## src/id_remap_pkg.sv

```systemverilog
package id_remap_pkg;

    // ------------------------------------------------------------------
    // field widths
    // ------------------------------------------------------------------
    localparam int ORIG_ID_W = 4;                    // id as seen on the bus
    localparam int ROW_IDX_W = 2;                    // up to 4 rows
    localparam int COL_IDX_W = 2;                    // up to 4 columns per row
    localparam int UID_W     = ROW_IDX_W + COL_IDX_W; // row bits sit above column bits

    // ------------------------------------------------------------------
    // vector types
    // ------------------------------------------------------------------
    // original transaction id from the requester
    typedef logic [ORIG_ID_W-1:0] orig_id_t;

    typedef logic [ROW_IDX_W-1:0] row_idx_t;  // table row
    typedef logic [COL_IDX_W-1:0] col_idx_t;  // slot within a row

    // remapped id, {row, col}
    typedef logic [UID_W-1:0] uid_t;

    // one occupancy bit per column of a row
    typedef logic [(1 << COL_IDX_W)-1:0] col_mask_t;

    // outstanding slot count, has to reach 16 so one bit over UID_W
    typedef logic [UID_W:0] out_cnt_t;

endpackage

```

## src/row_binder.sv

```systemverilog
`timescale 1ns/1ps

module row_binder #(
    parameter int NUM_ROWS = 4
) (
    input  logic                   clk,
    input  logic                   rst,
    input  id_remap_pkg::orig_id_t in_orig_id,
    input  logic                   alloc_gnt,
    input  logic                   row_release,
    input  id_remap_pkg::row_idx_t release_row,
    output logic                   choice_valid,
    output id_remap_pkg::row_idx_t chosen_row
);
    import id_remap_pkg::*;

    // ------------------------------------------------------------------
    // binding state
    // ------------------------------------------------------------------
    logic [NUM_ROWS-1:0] row_bound;          // row currently owned by an id
    orig_id_t            bound_id [NUM_ROWS]; // owner id, only meaningful when bound

    // search results
    logic [NUM_ROWS-1:0] row_hit;            // one-hot at most, an id owns a single row
    logic                have_hit;
    logic                have_unbound;
    row_idx_t            hit_row;
    row_idx_t            unbound_row;        // lowest row nobody owns
    logic                bind_now;           // grant into a row that was free

    // ------------------------------------------------------------------
    // hit search and row choice
    // ------------------------------------------------------------------
    always_comb begin
        hit_row     = '0;
        unbound_row = '0;
        // walk downwards so the lowest index is the last one written
        for (int r = NUM_ROWS - 1; r >= 0; r--) begin
            row_hit[r] = row_bound[r] && (bound_id[r] == in_orig_id);
            if (row_hit[r]) begin
                hit_row = row_idx_t'(r);
            end
            if (!row_bound[r]) begin
                unbound_row = row_idx_t'(r);
            end
        end
        have_hit     = |row_hit;
        have_unbound = ~&row_bound;          // at least one row still free
    end

    assign choice_valid = have_hit || have_unbound;
    assign chosen_row   = have_hit ? hit_row : unbound_row; // sharing wins over a new row
    assign bind_now     = alloc_gnt && !have_hit;

    // ------------------------------------------------------------------
    // bind / unbind
    // ------------------------------------------------------------------
    always_ff @(posedge clk) begin
        if (rst) begin
            row_bound <= '0;
        end else begin
            for (int r = 0; r < NUM_ROWS; r++) begin
                // release and bind never target the same row, a bound
                // row is released and only an unbound row gets bound
                if (row_release && (release_row == row_idx_t'(r))) begin
                    row_bound[r] <= 1'b0;
                end
                if (bind_now && (chosen_row == row_idx_t'(r))) begin
                    row_bound[r] <= 1'b1;
                end
            end
        end
    end

    // owner id follows the bind strobe
    always_ff @(posedge clk) begin
        for (int r = 0; r < NUM_ROWS; r++) begin
            if (bind_now && (chosen_row == row_idx_t'(r))) begin
                bound_id[r] <= in_orig_id;
            end
        end
    end

endmodule

```

## src/slot_tracker.sv

```systemverilog
`timescale 1ns/1ps

module slot_tracker #(
    parameter int NUM_ROWS = 4,
    parameter int NUM_COLS = 4
) (
    input  logic                   clk,
    input  logic                   rst,
    input  logic                   alloc_req,
    input  logic                   choice_valid,
    input  id_remap_pkg::row_idx_t chosen_row,
    input  logic                   free_req,
    input  id_remap_pkg::uid_t     free_uid,
    output logic                   alloc_gnt,
    output id_remap_pkg::uid_t     unique_id,
    output logic                   row_release,
    output id_remap_pkg::row_idx_t release_row,
    output logic                   id_table_full
);
    import id_remap_pkg::*;

    localparam int CAPACITY = NUM_ROWS * NUM_COLS; // total slots in the table

    // ------------------------------------------------------------------
    // occupancy state
    // ------------------------------------------------------------------
    col_mask_t row_mask [NUM_ROWS];      // set bit = slot is live
    col_mask_t row_mask_nxt [NUM_ROWS];
    out_cnt_t  total_cnt;                // live slots over the whole table

    col_mask_t cur_mask;                 // mask of the chosen row
    col_mask_t rel_mask;                 // next mask of the row being freed
    col_idx_t  free_col;                 // lowest clear column in cur_mask
    logic      col_avail;                // chosen row still has room

    row_idx_t  dealloc_row;
    col_idx_t  dealloc_col;

    // free uid split, row on top
    assign dealloc_row = free_uid[UID_W-1:COL_IDX_W];
    assign dealloc_col = free_uid[COL_IDX_W-1:0];

    // ------------------------------------------------------------------
    // column choice and grant
    // ------------------------------------------------------------------
    always_comb begin
        cur_mask = '0;
        for (int r = 0; r < NUM_ROWS; r++) begin
            if (chosen_row == row_idx_t'(r)) begin
                cur_mask = row_mask[r];
            end
        end
        free_col  = '0;
        col_avail = 1'b0;
        for (int c = NUM_COLS - 1; c >= 0; c--) begin // lowest clear bit wins
            if (!cur_mask[c]) begin
                free_col  = col_idx_t'(c);
                col_avail = 1'b1;
            end
        end
    end

    // state from before the edge decides, a free this cycle does not help
    assign alloc_gnt = alloc_req && choice_valid && col_avail;
    assign unique_id = {chosen_row, free_col};

    // ------------------------------------------------------------------
    // mask update and release detect
    // ------------------------------------------------------------------
    always_comb begin
        rel_mask = '0;
        for (int r = 0; r < NUM_ROWS; r++) begin
            row_mask_nxt[r] = row_mask[r];
            if (alloc_gnt && (chosen_row == row_idx_t'(r))) begin
                row_mask_nxt[r][free_col] = 1'b1;
            end
            if (free_req && (dealloc_row == row_idx_t'(r))) begin
                row_mask_nxt[r][dealloc_col] = 1'b0;
            end
            if (dealloc_row == row_idx_t'(r)) begin
                rel_mask = row_mask_nxt[r];
            end
        end
    end

    // row empties only if no grant refills it in the same cycle
    assign row_release = free_req && (rel_mask == '0);
    assign release_row = dealloc_row;

    always_ff @(posedge clk) begin
        if (rst) begin
            for (int r = 0; r < NUM_ROWS; r++) begin
                row_mask[r] <= '0;
            end
            total_cnt <= '0;
        end else begin
            for (int r = 0; r < NUM_ROWS; r++) begin
                row_mask[r] <= row_mask_nxt[r];
            end
            // net change, alloc and free together leave it as is
            total_cnt <= total_cnt + out_cnt_t'(alloc_gnt) - out_cnt_t'(free_req);
        end
    end

    assign id_table_full = (total_cnt == out_cnt_t'(CAPACITY));

endmodule

```

## src/tag_store.sv

```systemverilog
`timescale 1ns/1ps

module tag_store #(
    parameter int NUM_ROWS = 4,
    parameter int NUM_COLS = 4
) (
    input  logic                   clk,
    input  logic                   rst,
    input  logic                   alloc_gnt,
    input  id_remap_pkg::uid_t     unique_id,
    input  id_remap_pkg::orig_id_t in_orig_id,
    input  logic                   free_req,
    input  id_remap_pkg::uid_t     free_uid,
    output id_remap_pkg::orig_id_t restored_id,
    output logic                   free_ack
);
    import id_remap_pkg::*;

    orig_id_t tag_mem [NUM_ROWS][NUM_COLS]; // original id per live slot
    orig_id_t rd_tag;                       // tag addressed by free_uid

    // ------------------------------------------------------------------
    // tag write on grant
    // ------------------------------------------------------------------
    always_ff @(posedge clk) begin
        for (int r = 0; r < NUM_ROWS; r++) begin
            for (int c = 0; c < NUM_COLS; c++) begin
                if (alloc_gnt && (unique_id == uid_t'({row_idx_t'(r), col_idx_t'(c)}))) begin
                    tag_mem[r][c] <= in_orig_id;
                end
            end
        end
    end

    // read port, old contents even when a grant writes elsewhere this cycle
    always_comb begin
        rd_tag = '0;
        for (int r = 0; r < NUM_ROWS; r++) begin
            for (int c = 0; c < NUM_COLS; c++) begin
                if (free_uid == uid_t'({row_idx_t'(r), col_idx_t'(c)})) begin
                    rd_tag = tag_mem[r][c];
                end
            end
        end
    end

    // registered free response, one cycle after free_req
    always_ff @(posedge clk) begin
        if (rst) begin
            free_ack    <= 1'b0;
            restored_id <= '0;
        end else begin
            free_ack    <= free_req;
            restored_id <= free_req ? rd_tag : '0; // zero when idle
        end
    end

endmodule

```

## src/id_remapper.sv

```systemverilog
`timescale 1ns/1ps

module id_remapper #(
    parameter int NUM_ROWS = 4, // 1 to 4
    parameter int NUM_COLS = 4  // 1 to 4
) (
    input  logic                   clk,
    input  logic                   rst,
    // allocation side
    input  logic                   alloc_req,
    input  id_remap_pkg::orig_id_t in_orig_id,
    output logic                   alloc_gnt,
    output id_remap_pkg::uid_t     unique_id,
    output logic                   id_table_full,
    // free side
    input  logic                   free_req,
    input  id_remap_pkg::uid_t     free_uid,
    output id_remap_pkg::orig_id_t restored_id,
    output logic                   free_ack
);
    import id_remap_pkg::*;

    // ------------------------------------------------------------------
    // internal links
    // ------------------------------------------------------------------
    logic     choice_valid; // binder has a row for in_orig_id
    row_idx_t chosen_row;
    logic     row_release;  // last slot of a row freed
    row_idx_t release_row;

    // which row an id lives in
    row_binder #(
        .NUM_ROWS (NUM_ROWS)
    ) u_row_binder (
        .clk          (clk),
        .rst          (rst),
        .in_orig_id   (in_orig_id),
        .alloc_gnt    (alloc_gnt),
        .row_release  (row_release),
        .release_row  (release_row),
        .choice_valid (choice_valid),
        .chosen_row   (chosen_row)
    );

    // which columns are live, grant and fill level
    slot_tracker #(
        .NUM_ROWS (NUM_ROWS),
        .NUM_COLS (NUM_COLS)
    ) u_slot_tracker (
        .clk           (clk),
        .rst           (rst),
        .alloc_req     (alloc_req),
        .choice_valid  (choice_valid),
        .chosen_row    (chosen_row),
        .free_req      (free_req),
        .free_uid      (free_uid),
        .alloc_gnt     (alloc_gnt),
        .unique_id     (unique_id),
        .row_release   (row_release),
        .release_row   (release_row),
        .id_table_full (id_table_full)
    );

    // original id per slot, answers frees
    tag_store #(
        .NUM_ROWS (NUM_ROWS),
        .NUM_COLS (NUM_COLS)
    ) u_tag_store (
        .clk         (clk),
        .rst         (rst),
        .alloc_gnt   (alloc_gnt),
        .unique_id   (unique_id),
        .in_orig_id  (in_orig_id),
        .free_req    (free_req),
        .free_uid    (free_uid),
        .restored_id (restored_id),
        .free_ack    (free_ack)
    );

endmodule

```

## config.mk

```make
export PLATFORM = sky130hd
export DESIGN_NAME = id_remapper
export DESIGN_NICKNAME = d
export VERILOG_FILES = /design/src/id_remap_pkg.sv /design/src/row_binder.sv /design/src/slot_tracker.sv /design/src/tag_store.sv /design/src/id_remapper.sv
export SDC_FILE = /design/constraint.sdc
export NUM_CORES = 1
export LEC_CHECK = 0
export BUFFER_PORTS_ARGS = -buffer_cell sky130_fd_sc_hd__buf_2
export CORE_AREA = 2 2 125 127
export CTS_CLUSTER_DIAMETER = 60
export DETAILED_ROUTE_END_ITERATION = 6
export DIE_AREA = 0 0 127 129
export HOLD_SLACK_MARGIN = 0.12
export SLEW_MARGIN = 20
export SYNTH_ARGS = -nofsm -noshare
export SYNTH_HDL_FRONTEND = slang
export SYNTH_HIERARCHICAL = 1
export SYNTH_SLANG_ARGS = --single-unit
export TNS_END_PERCENT = 5
```

## constraint.sdc

```tcl
create_clock -name clk -period 9.75 [get_ports clk]
set_input_delay 1.95 -clock clk [delete_from_list [all_inputs] [get_ports clk]]
set_output_delay 1.95 -clock clk [all_outputs]
set_load 0.01 [all_outputs]
```

# After elaboration in Yosys (flattened, before gate mapping)
# Memory sizes are Yosys's and may differ from the RTL's.
# Cells that the tools add are included.
# W data, S select, Z words.
[word_totals]
memories = 3
ff_bits = 14
wordCells = 260
ram_bits = 96
[op_classes]
n_bitwise = 14
n_lt_le_gt_ge = 4
n_addsub = 2
reduce_logical = 63
n_eq_ne = 41
n_mux = 126
[memory_table]
columns = ["name", "depth", "word_bits", "rd", "rd_clocked_by_memory_dff", "write_ports", "line", "text"]
rows = [
  ["u_tag_store.tag_mem", 4, 16, 4, 0, 1, "tag_store.sv:19", "orig_id_t tag_mem [NUM_ROWS][NUM_COLS];"],
  ["u_row_binder.bound_id", 4, 4, 4, 0, 1, "row_binder.sv:21", "orig_id_t bound_id [NUM_ROWS];"],
  ["u_slot_tracker.row_mask", 4, 4, 4, 0, 4, "slot_tracker.sv:27", "col_mask_t row_mask [NUM_ROWS];"],
]
[op_table]
columns = ["operator", "n"]
rows = [
  ["$mux W4", 42],
  ["$eq A4 B4 Y1 const B", 16],
  ["$mux W1", 60],
  ["$mux W16", 3],
  ["$reduce_or A16 Y1", 3],
  ["$logic_and A1 B1 Y1", 42],
  ["$mux W2", 19],
  ["$eq A4 B3 Y1 const B", 8],
  ["$and A4 B4 Y4", 4],
  ["$eq A4 B2 Y1 const B", 4],
  ["$eq A4 B4 Y1", 4],
  ["$or A4 B4 Y4", 4],
  ["$reduce_or A4 Y1", 4],
  ["$logic_not A4 Y1", 3],
  ["$eq A2 B2 Y1 const B", 4],
  ["$eq A4 B1 Y1 const B", 2],
  ["$reduce_bool A2 Y1", 4],
  ["$lt A2 B3 Y1 const B", 2],
  ["$add A5 B1 Y5", 1],
  ["$eq A5 B5 Y1 const B", 1],
  ["$sub A5 B1 Y5", 1],
  ["$demux W1 S2", 2],
  ["$eq A2 B1 Y1 const B", 2],
  ["$ge A2 B1 Y1 const B", 2],
  ["other kinds (8)", 13],
]

# Depth between registers and ports, before layout
# An unclocked memory read counts as a cell.
[logic_depth]
depth_word = 34
mapped_depth = 18
mapped_depth_nobuf = 17

# Cells and area by module
# Netlist, hierarchy kept.
[by_module_without_submodules]
columns = ["mod", "seq_area_each_um2", "cells_each", "area_each_um2", "instances"]
rows = [
  ["tag_store", 2021.9, 178, 2866.5, 1],
  ["slot_tracker", 420.4, 147, 1325.0, 1],
  ["row_binder", 560.5, 76, 965.9, 1],
]

# Least setup slack after synthesis
# Ideal clock, no wire load.
[synth_path]
path_kind = "input to output"
start = "input port in_orig_id[1]"
end = "output port unique_id[0]"
stages = 9
arrival_ns = 4.437
t_required_ns = 7.800
path_slack_ns = 3.363
n_path_buf = 1
cell_sequence = "xor2_1 nor4_4 o21ba_2 o21bai_1 inv_1 buf_6 mux4_2 or2b_1 a21boi_0"
[synth_between]
elab_chain_cells = 16
word_cells_on_any_way = 26
[synth_lines]
columns = ["item", "line", "text"]
rows = [
  ["start: declaration", "id_remapper.sv:11", "input id_remap_pkg::orig_id_t in_orig_id,"],
  ["$eq A4 B4 Y1", "row_binder.sv:39", "row_hit[r] = row_bound[r] && (bound_id[r] == in_orig_id);"],
  ["$logic_and A1 B1 Y1", "row_binder.sv:39", ""],
  ["$mux W2 (4 in a row)", "row_binder.sv:40", "if (row_hit[r]) begin"],
  ["$mux W2 *", "row_binder.sv:52", "assign chosen_row = have_hit ? hit_row : unbound_row;"],
  ["named net chosen_row[0]", "id_remapper.sv:27", "row_idx_t chosen_row;"],
  ["$logic_not A2 Y1", "slot_tracker.sv:49", "if (chosen_row == row_idx_t'(r)) begin"],
  ["$mux W4 (3 in a row)", "slot_tracker.sv:49", ""],
  ["$mux W4 *", "slot_tracker.sv:49", ""],
  ["$mux W2 (3 in a row)", "slot_tracker.sv:56", "if (!cur_mask[c]) begin"],
  ["$mux W2 *", "slot_tracker.sv:56", ""],
  ["end: declaration", "id_remapper.sv:13", "output id_remap_pkg::uid_t unique_id,"],
]
# The timed path passes the listed nets; every way through them passes the cells marked *.

# Worst setup path in the final report
[layout_path]
start = "input port in_orig_id[0]"
end = "output port unique_id[0]"
[layout_between]
elab_chain_cells = 16
word_cells_on_any_way = 26
[layout_lines]
columns = ["item", "line"]
rows = [
  ["$eq A4 B4 Y1", "row_binder.sv:39"],
  ["$logic_and A1 B1 Y1", "row_binder.sv:39"],
  ["$mux W2 (4 in a row)", "row_binder.sv:40"],
  ["$mux W2 *", "row_binder.sv:52"],
  ["$logic_not A2 Y1", "slot_tracker.sv:49"],
  ["$mux W4 (3 in a row)", "slot_tracker.sv:49"],
  ["$mux W4 *", "slot_tracker.sv:49"],
  ["$mux W2 (3 in a row)", "slot_tracker.sv:56"],
  ["$mux W2 *", "slot_tracker.sv:56"],
]
# Every way passes the cells marked *; elsewhere a longest branch is shown, timed or not.

==> summary.md <==
| Metric | Value |
|---|---|
| CP startpoint kind | primary input |
| CTS sink cnt | 110 |
| Hold/Removal Path Class | reg2reg |
| Crit path time final | 7.37 ns |
| Placed Instances | 593 |
| Area contributors post-synth | edfxtp_1 47%, dfxtp_1 12%, mux4_2 3.5% |
| First-pass iteration count of the detailed router | 4 |
| Distinct cell type count after synthesis | 72 |
| Commonest non-fill, non-tap cell in the layout | edfxtp_1 |
| Seq cells post-synth | 110 |
| # rows | 45 |
| Max Cap Violations | 0 |
| Hold Fails Final Rpt | 0 |
| Antenna diodes | 0 |
| Max-slew violations | 0 |
| Non-Filler Instances | 609 |
| H-tree depth | 3 |
| Initial drt markers | 221 |
| Critical Path Fanout Max | 24 |
| # Post-CTS Setup Buffers | 0 |
| Io pins | 23 |
| Endpoints failing setup | 0 |
| Post-synth EDFFs | 80 |
| Area grow syn2layout | 9.87% |
| Drt via density | 5.44 |
| Syn Nets | 420 |
| Hpwl dp | 7470 um |
| Crit end category | output port |
| Root Buffer | clkbuf_16 |
| R2r worst-path depth | 11 |
| FILL cells | 1418 |
| Mapped Cells | 401 |
| Vias | 3315 |
| Post-route antenna net violation count | 0 |
| Max_slew headroom | 0.415 |
| Synth warn | 6 |
| Worst Tran Pin Value | 0.871 ns |
| CTS tree | yes |
| Core area | 15000 um^2 |
| Final WL | 11300 um |
| Final period util | 0.756 |
| RR Endpoint | u_tag_store/tag_mem[0][13] |
| LEAKAGE | 1.90 nW |
| Peak VDD IR | 0.000110 V |
| Vias in the first global route | 3189 |
| Fmax | 136 MHz |
| Initial antenna violation count | 0 |
| Die height | 129 um |
| Die footprint | 16400 um^2 |
| I/O Buffers | 22 |
| Clock Latency Late Sink | 0.35 ns |
| Global-route wire length before repair | 17800 um |
| Routed WL per cell | 18.6 um |
| Reg2reg start | u_row_binder/bound_id[2][1] |
| HP Start | u_slot_tracker/row_mask[3][3] |
| Post-Syn Area | 5160 um^2 |
| Clock-pin slew on the worst setup and hold paths | 0.07 ns |
| RSZ-0062 raised after global routing | false |
| Most frequent cells in the layout | 80 x edfxtp_1, 34 x nor2_1, 30 x dfxtp_1, 23 x nand2_1, 22 x buf_2 |
| Synth area leader | edfxtp_1 |
| Clock tree buffer depth | 2 |
| Top FF cell, synth | edfxtp_1 |
| TNS Setup | 0 ns |
| Initial core utilization | 0.344 |
| Hold worst-path end | u_slot_tracker/row_mask[3][3] |
| Die W | 127 um |
| Routability cong. | 0.873 |
| P per Cell Area | 187 nW/um^2 |
| GRT Overall Usage | 0.142 |
| Hold Buf Count CTS | 0 |
| Status | completed |
| Crit path DAT | 5.42 ns |
| Number of gates resized after CTS | 0 |
| Hold Crit Depth | 2 |
| Crit path required time | 7.80 ns |
| Finished Core Util | 0.378 |
| Register area share after synthesis | 0.582 |
| Syn_area_per_cell | 12.9 um^2 |
| Critical path class | in2out |
| # DRC | 0 |
| Share of the synthesized area in the top cell type | 0.466 |
| Nets | 435 |
| Setup Skew | 0.0103 ns |
| Power Total | 1.06 mW |
| Largest net degree at the start of global routing | 36 |
| Overflow after GRT | 0 |
| Hold Worst Slack | 0.543 ns |
| R2R Setup Slk | 5.40 ns |
| Num CTS Buffers | 9 |
| Post-synthesis async set-or-reset flop share | 0 |
| Share of layout cells above drive strength 1 | 0.166 |
==> worst max-delay path: stages <==
cell	delay (ns)
buf_2	0.42
xor2_1	0.19
nor4_4	0.35
o21ba_2	0.23
o21bai_1	0.32
inv_1	0.30
mux4_2	0.52
or2b_1	0.23
a21boi_0	0.62
buf_2	0.27
==> final cells by class <==
cell class,instances,area [um^2],area share
clock inverter,6,75.1,0.0132
tap,188,235,0.0415
inverter,13,48.8,0.00861
clock buffer,10,229,0.0404
timing repair buffer,24,125,0.0221
multi-input combinational,258,1950,0.344
sequential,110,3000,0.530
==> per-stage QoR <==
stage          setup slack, ns  area, um^2
6_report                  2.38        5670
5_1_grt                   2.06        5670
4_1_cts                   2.36        5670
3_5_place_dp              2.36        5360
3_3_place_gp              2.56        5360
2_1_floorplan             3.36        5160
==> cells by family (layout without fill, tap and decap cells) <==
logic type / count (synthesis) / in the layout / synth area share
AND/OR/NAND/NOR: 126 / 126 / 0.140
flip-flops: 110 / 110 / 0.582
AO/OA/AOI/OAI: 82 / 82 / 0.114
buffers and inverters: 33 / 53 / 0.0395
multiplexers: 22 / 22 / 0.0701
XOR/XNOR: 19 / 19 / 0.0323
adder cells (fa/ha/maj): 9 / 9 / 0.0223
==> power by group <==
group | switching (mW) | internal, mW | total [mW] | leakage [nW]
logic | 0.0915 | 0.0603 | 0.152 | 0.785
clock network | 0.170 | 0.204 | 0.375 | 0.146
registers | 0.0114 | 0.523 | 0.534 | 0.970
==> cell usage after synthesis, types with 4 or more instances <==
cell type and count:
o32ai_1 4, xor2_1 14, nand2_1 23, nor2b_1 5, o21ai_0 10, clkbuf_1 5, dfxtp_1 30, mux4_2 8
nor3_1 11, mux2i_1 5, buf_6 6, a211oi_1 15, xnor2_1 5, o221ai_1 4, nand2b_1 8, mux2_2 7
buf_4 4, ha_1 6, a21oi_1 13, edfxtp_1 80, nand3_1 5, inv_1 13, a31oi_1 4, nor2_1 34
==> per-layer routing <==
metal  global-route usage  wire [um]  up-vias  share of wire
li1                     -          -     1560              -
met1                0.193       5250     1641           0.46
met2                0.231       5410      102           0.48
met3               0.0308        545       12          0.048
met4               0.0433        116        0          0.010
met5                    0          0        -              0
==> how the worst max path moves through the flow <==
stage,from,to,slack [ns],depth (start not counted)
2_1_floorplan,in_orig_id[1],unique_id[0],3.36,9
3_3_place_gp,in_orig_id[0],unique_id[0],2.56,10
3_5_place_dp,in_orig_id[0],unique_id[0],2.36,10
4_1_cts,in_orig_id[0],unique_id[0],2.36,10
5_1_grt,in_orig_id[0],unique_id[0],2.06,10
6_report,in_orig_id[0],unique_id[0],2.38,10
==> sequential cells by signal, indices dropped and copies added (netlist names) <==
| name | count |
|---|---|
| u_slot_tracker/row_mask | 16 |
| u_tag_store/free_ack | 1 |
| u_row_binder/bound_id | 16 |
| u_slot_tracker/total_cnt | 5 |
| u_row_binder/row_bound | 4 |
| u_tag_store/tag_mem | 64 |
| u_tag_store/restored_id | 4 |
Power figures use the tool's default switching activity.
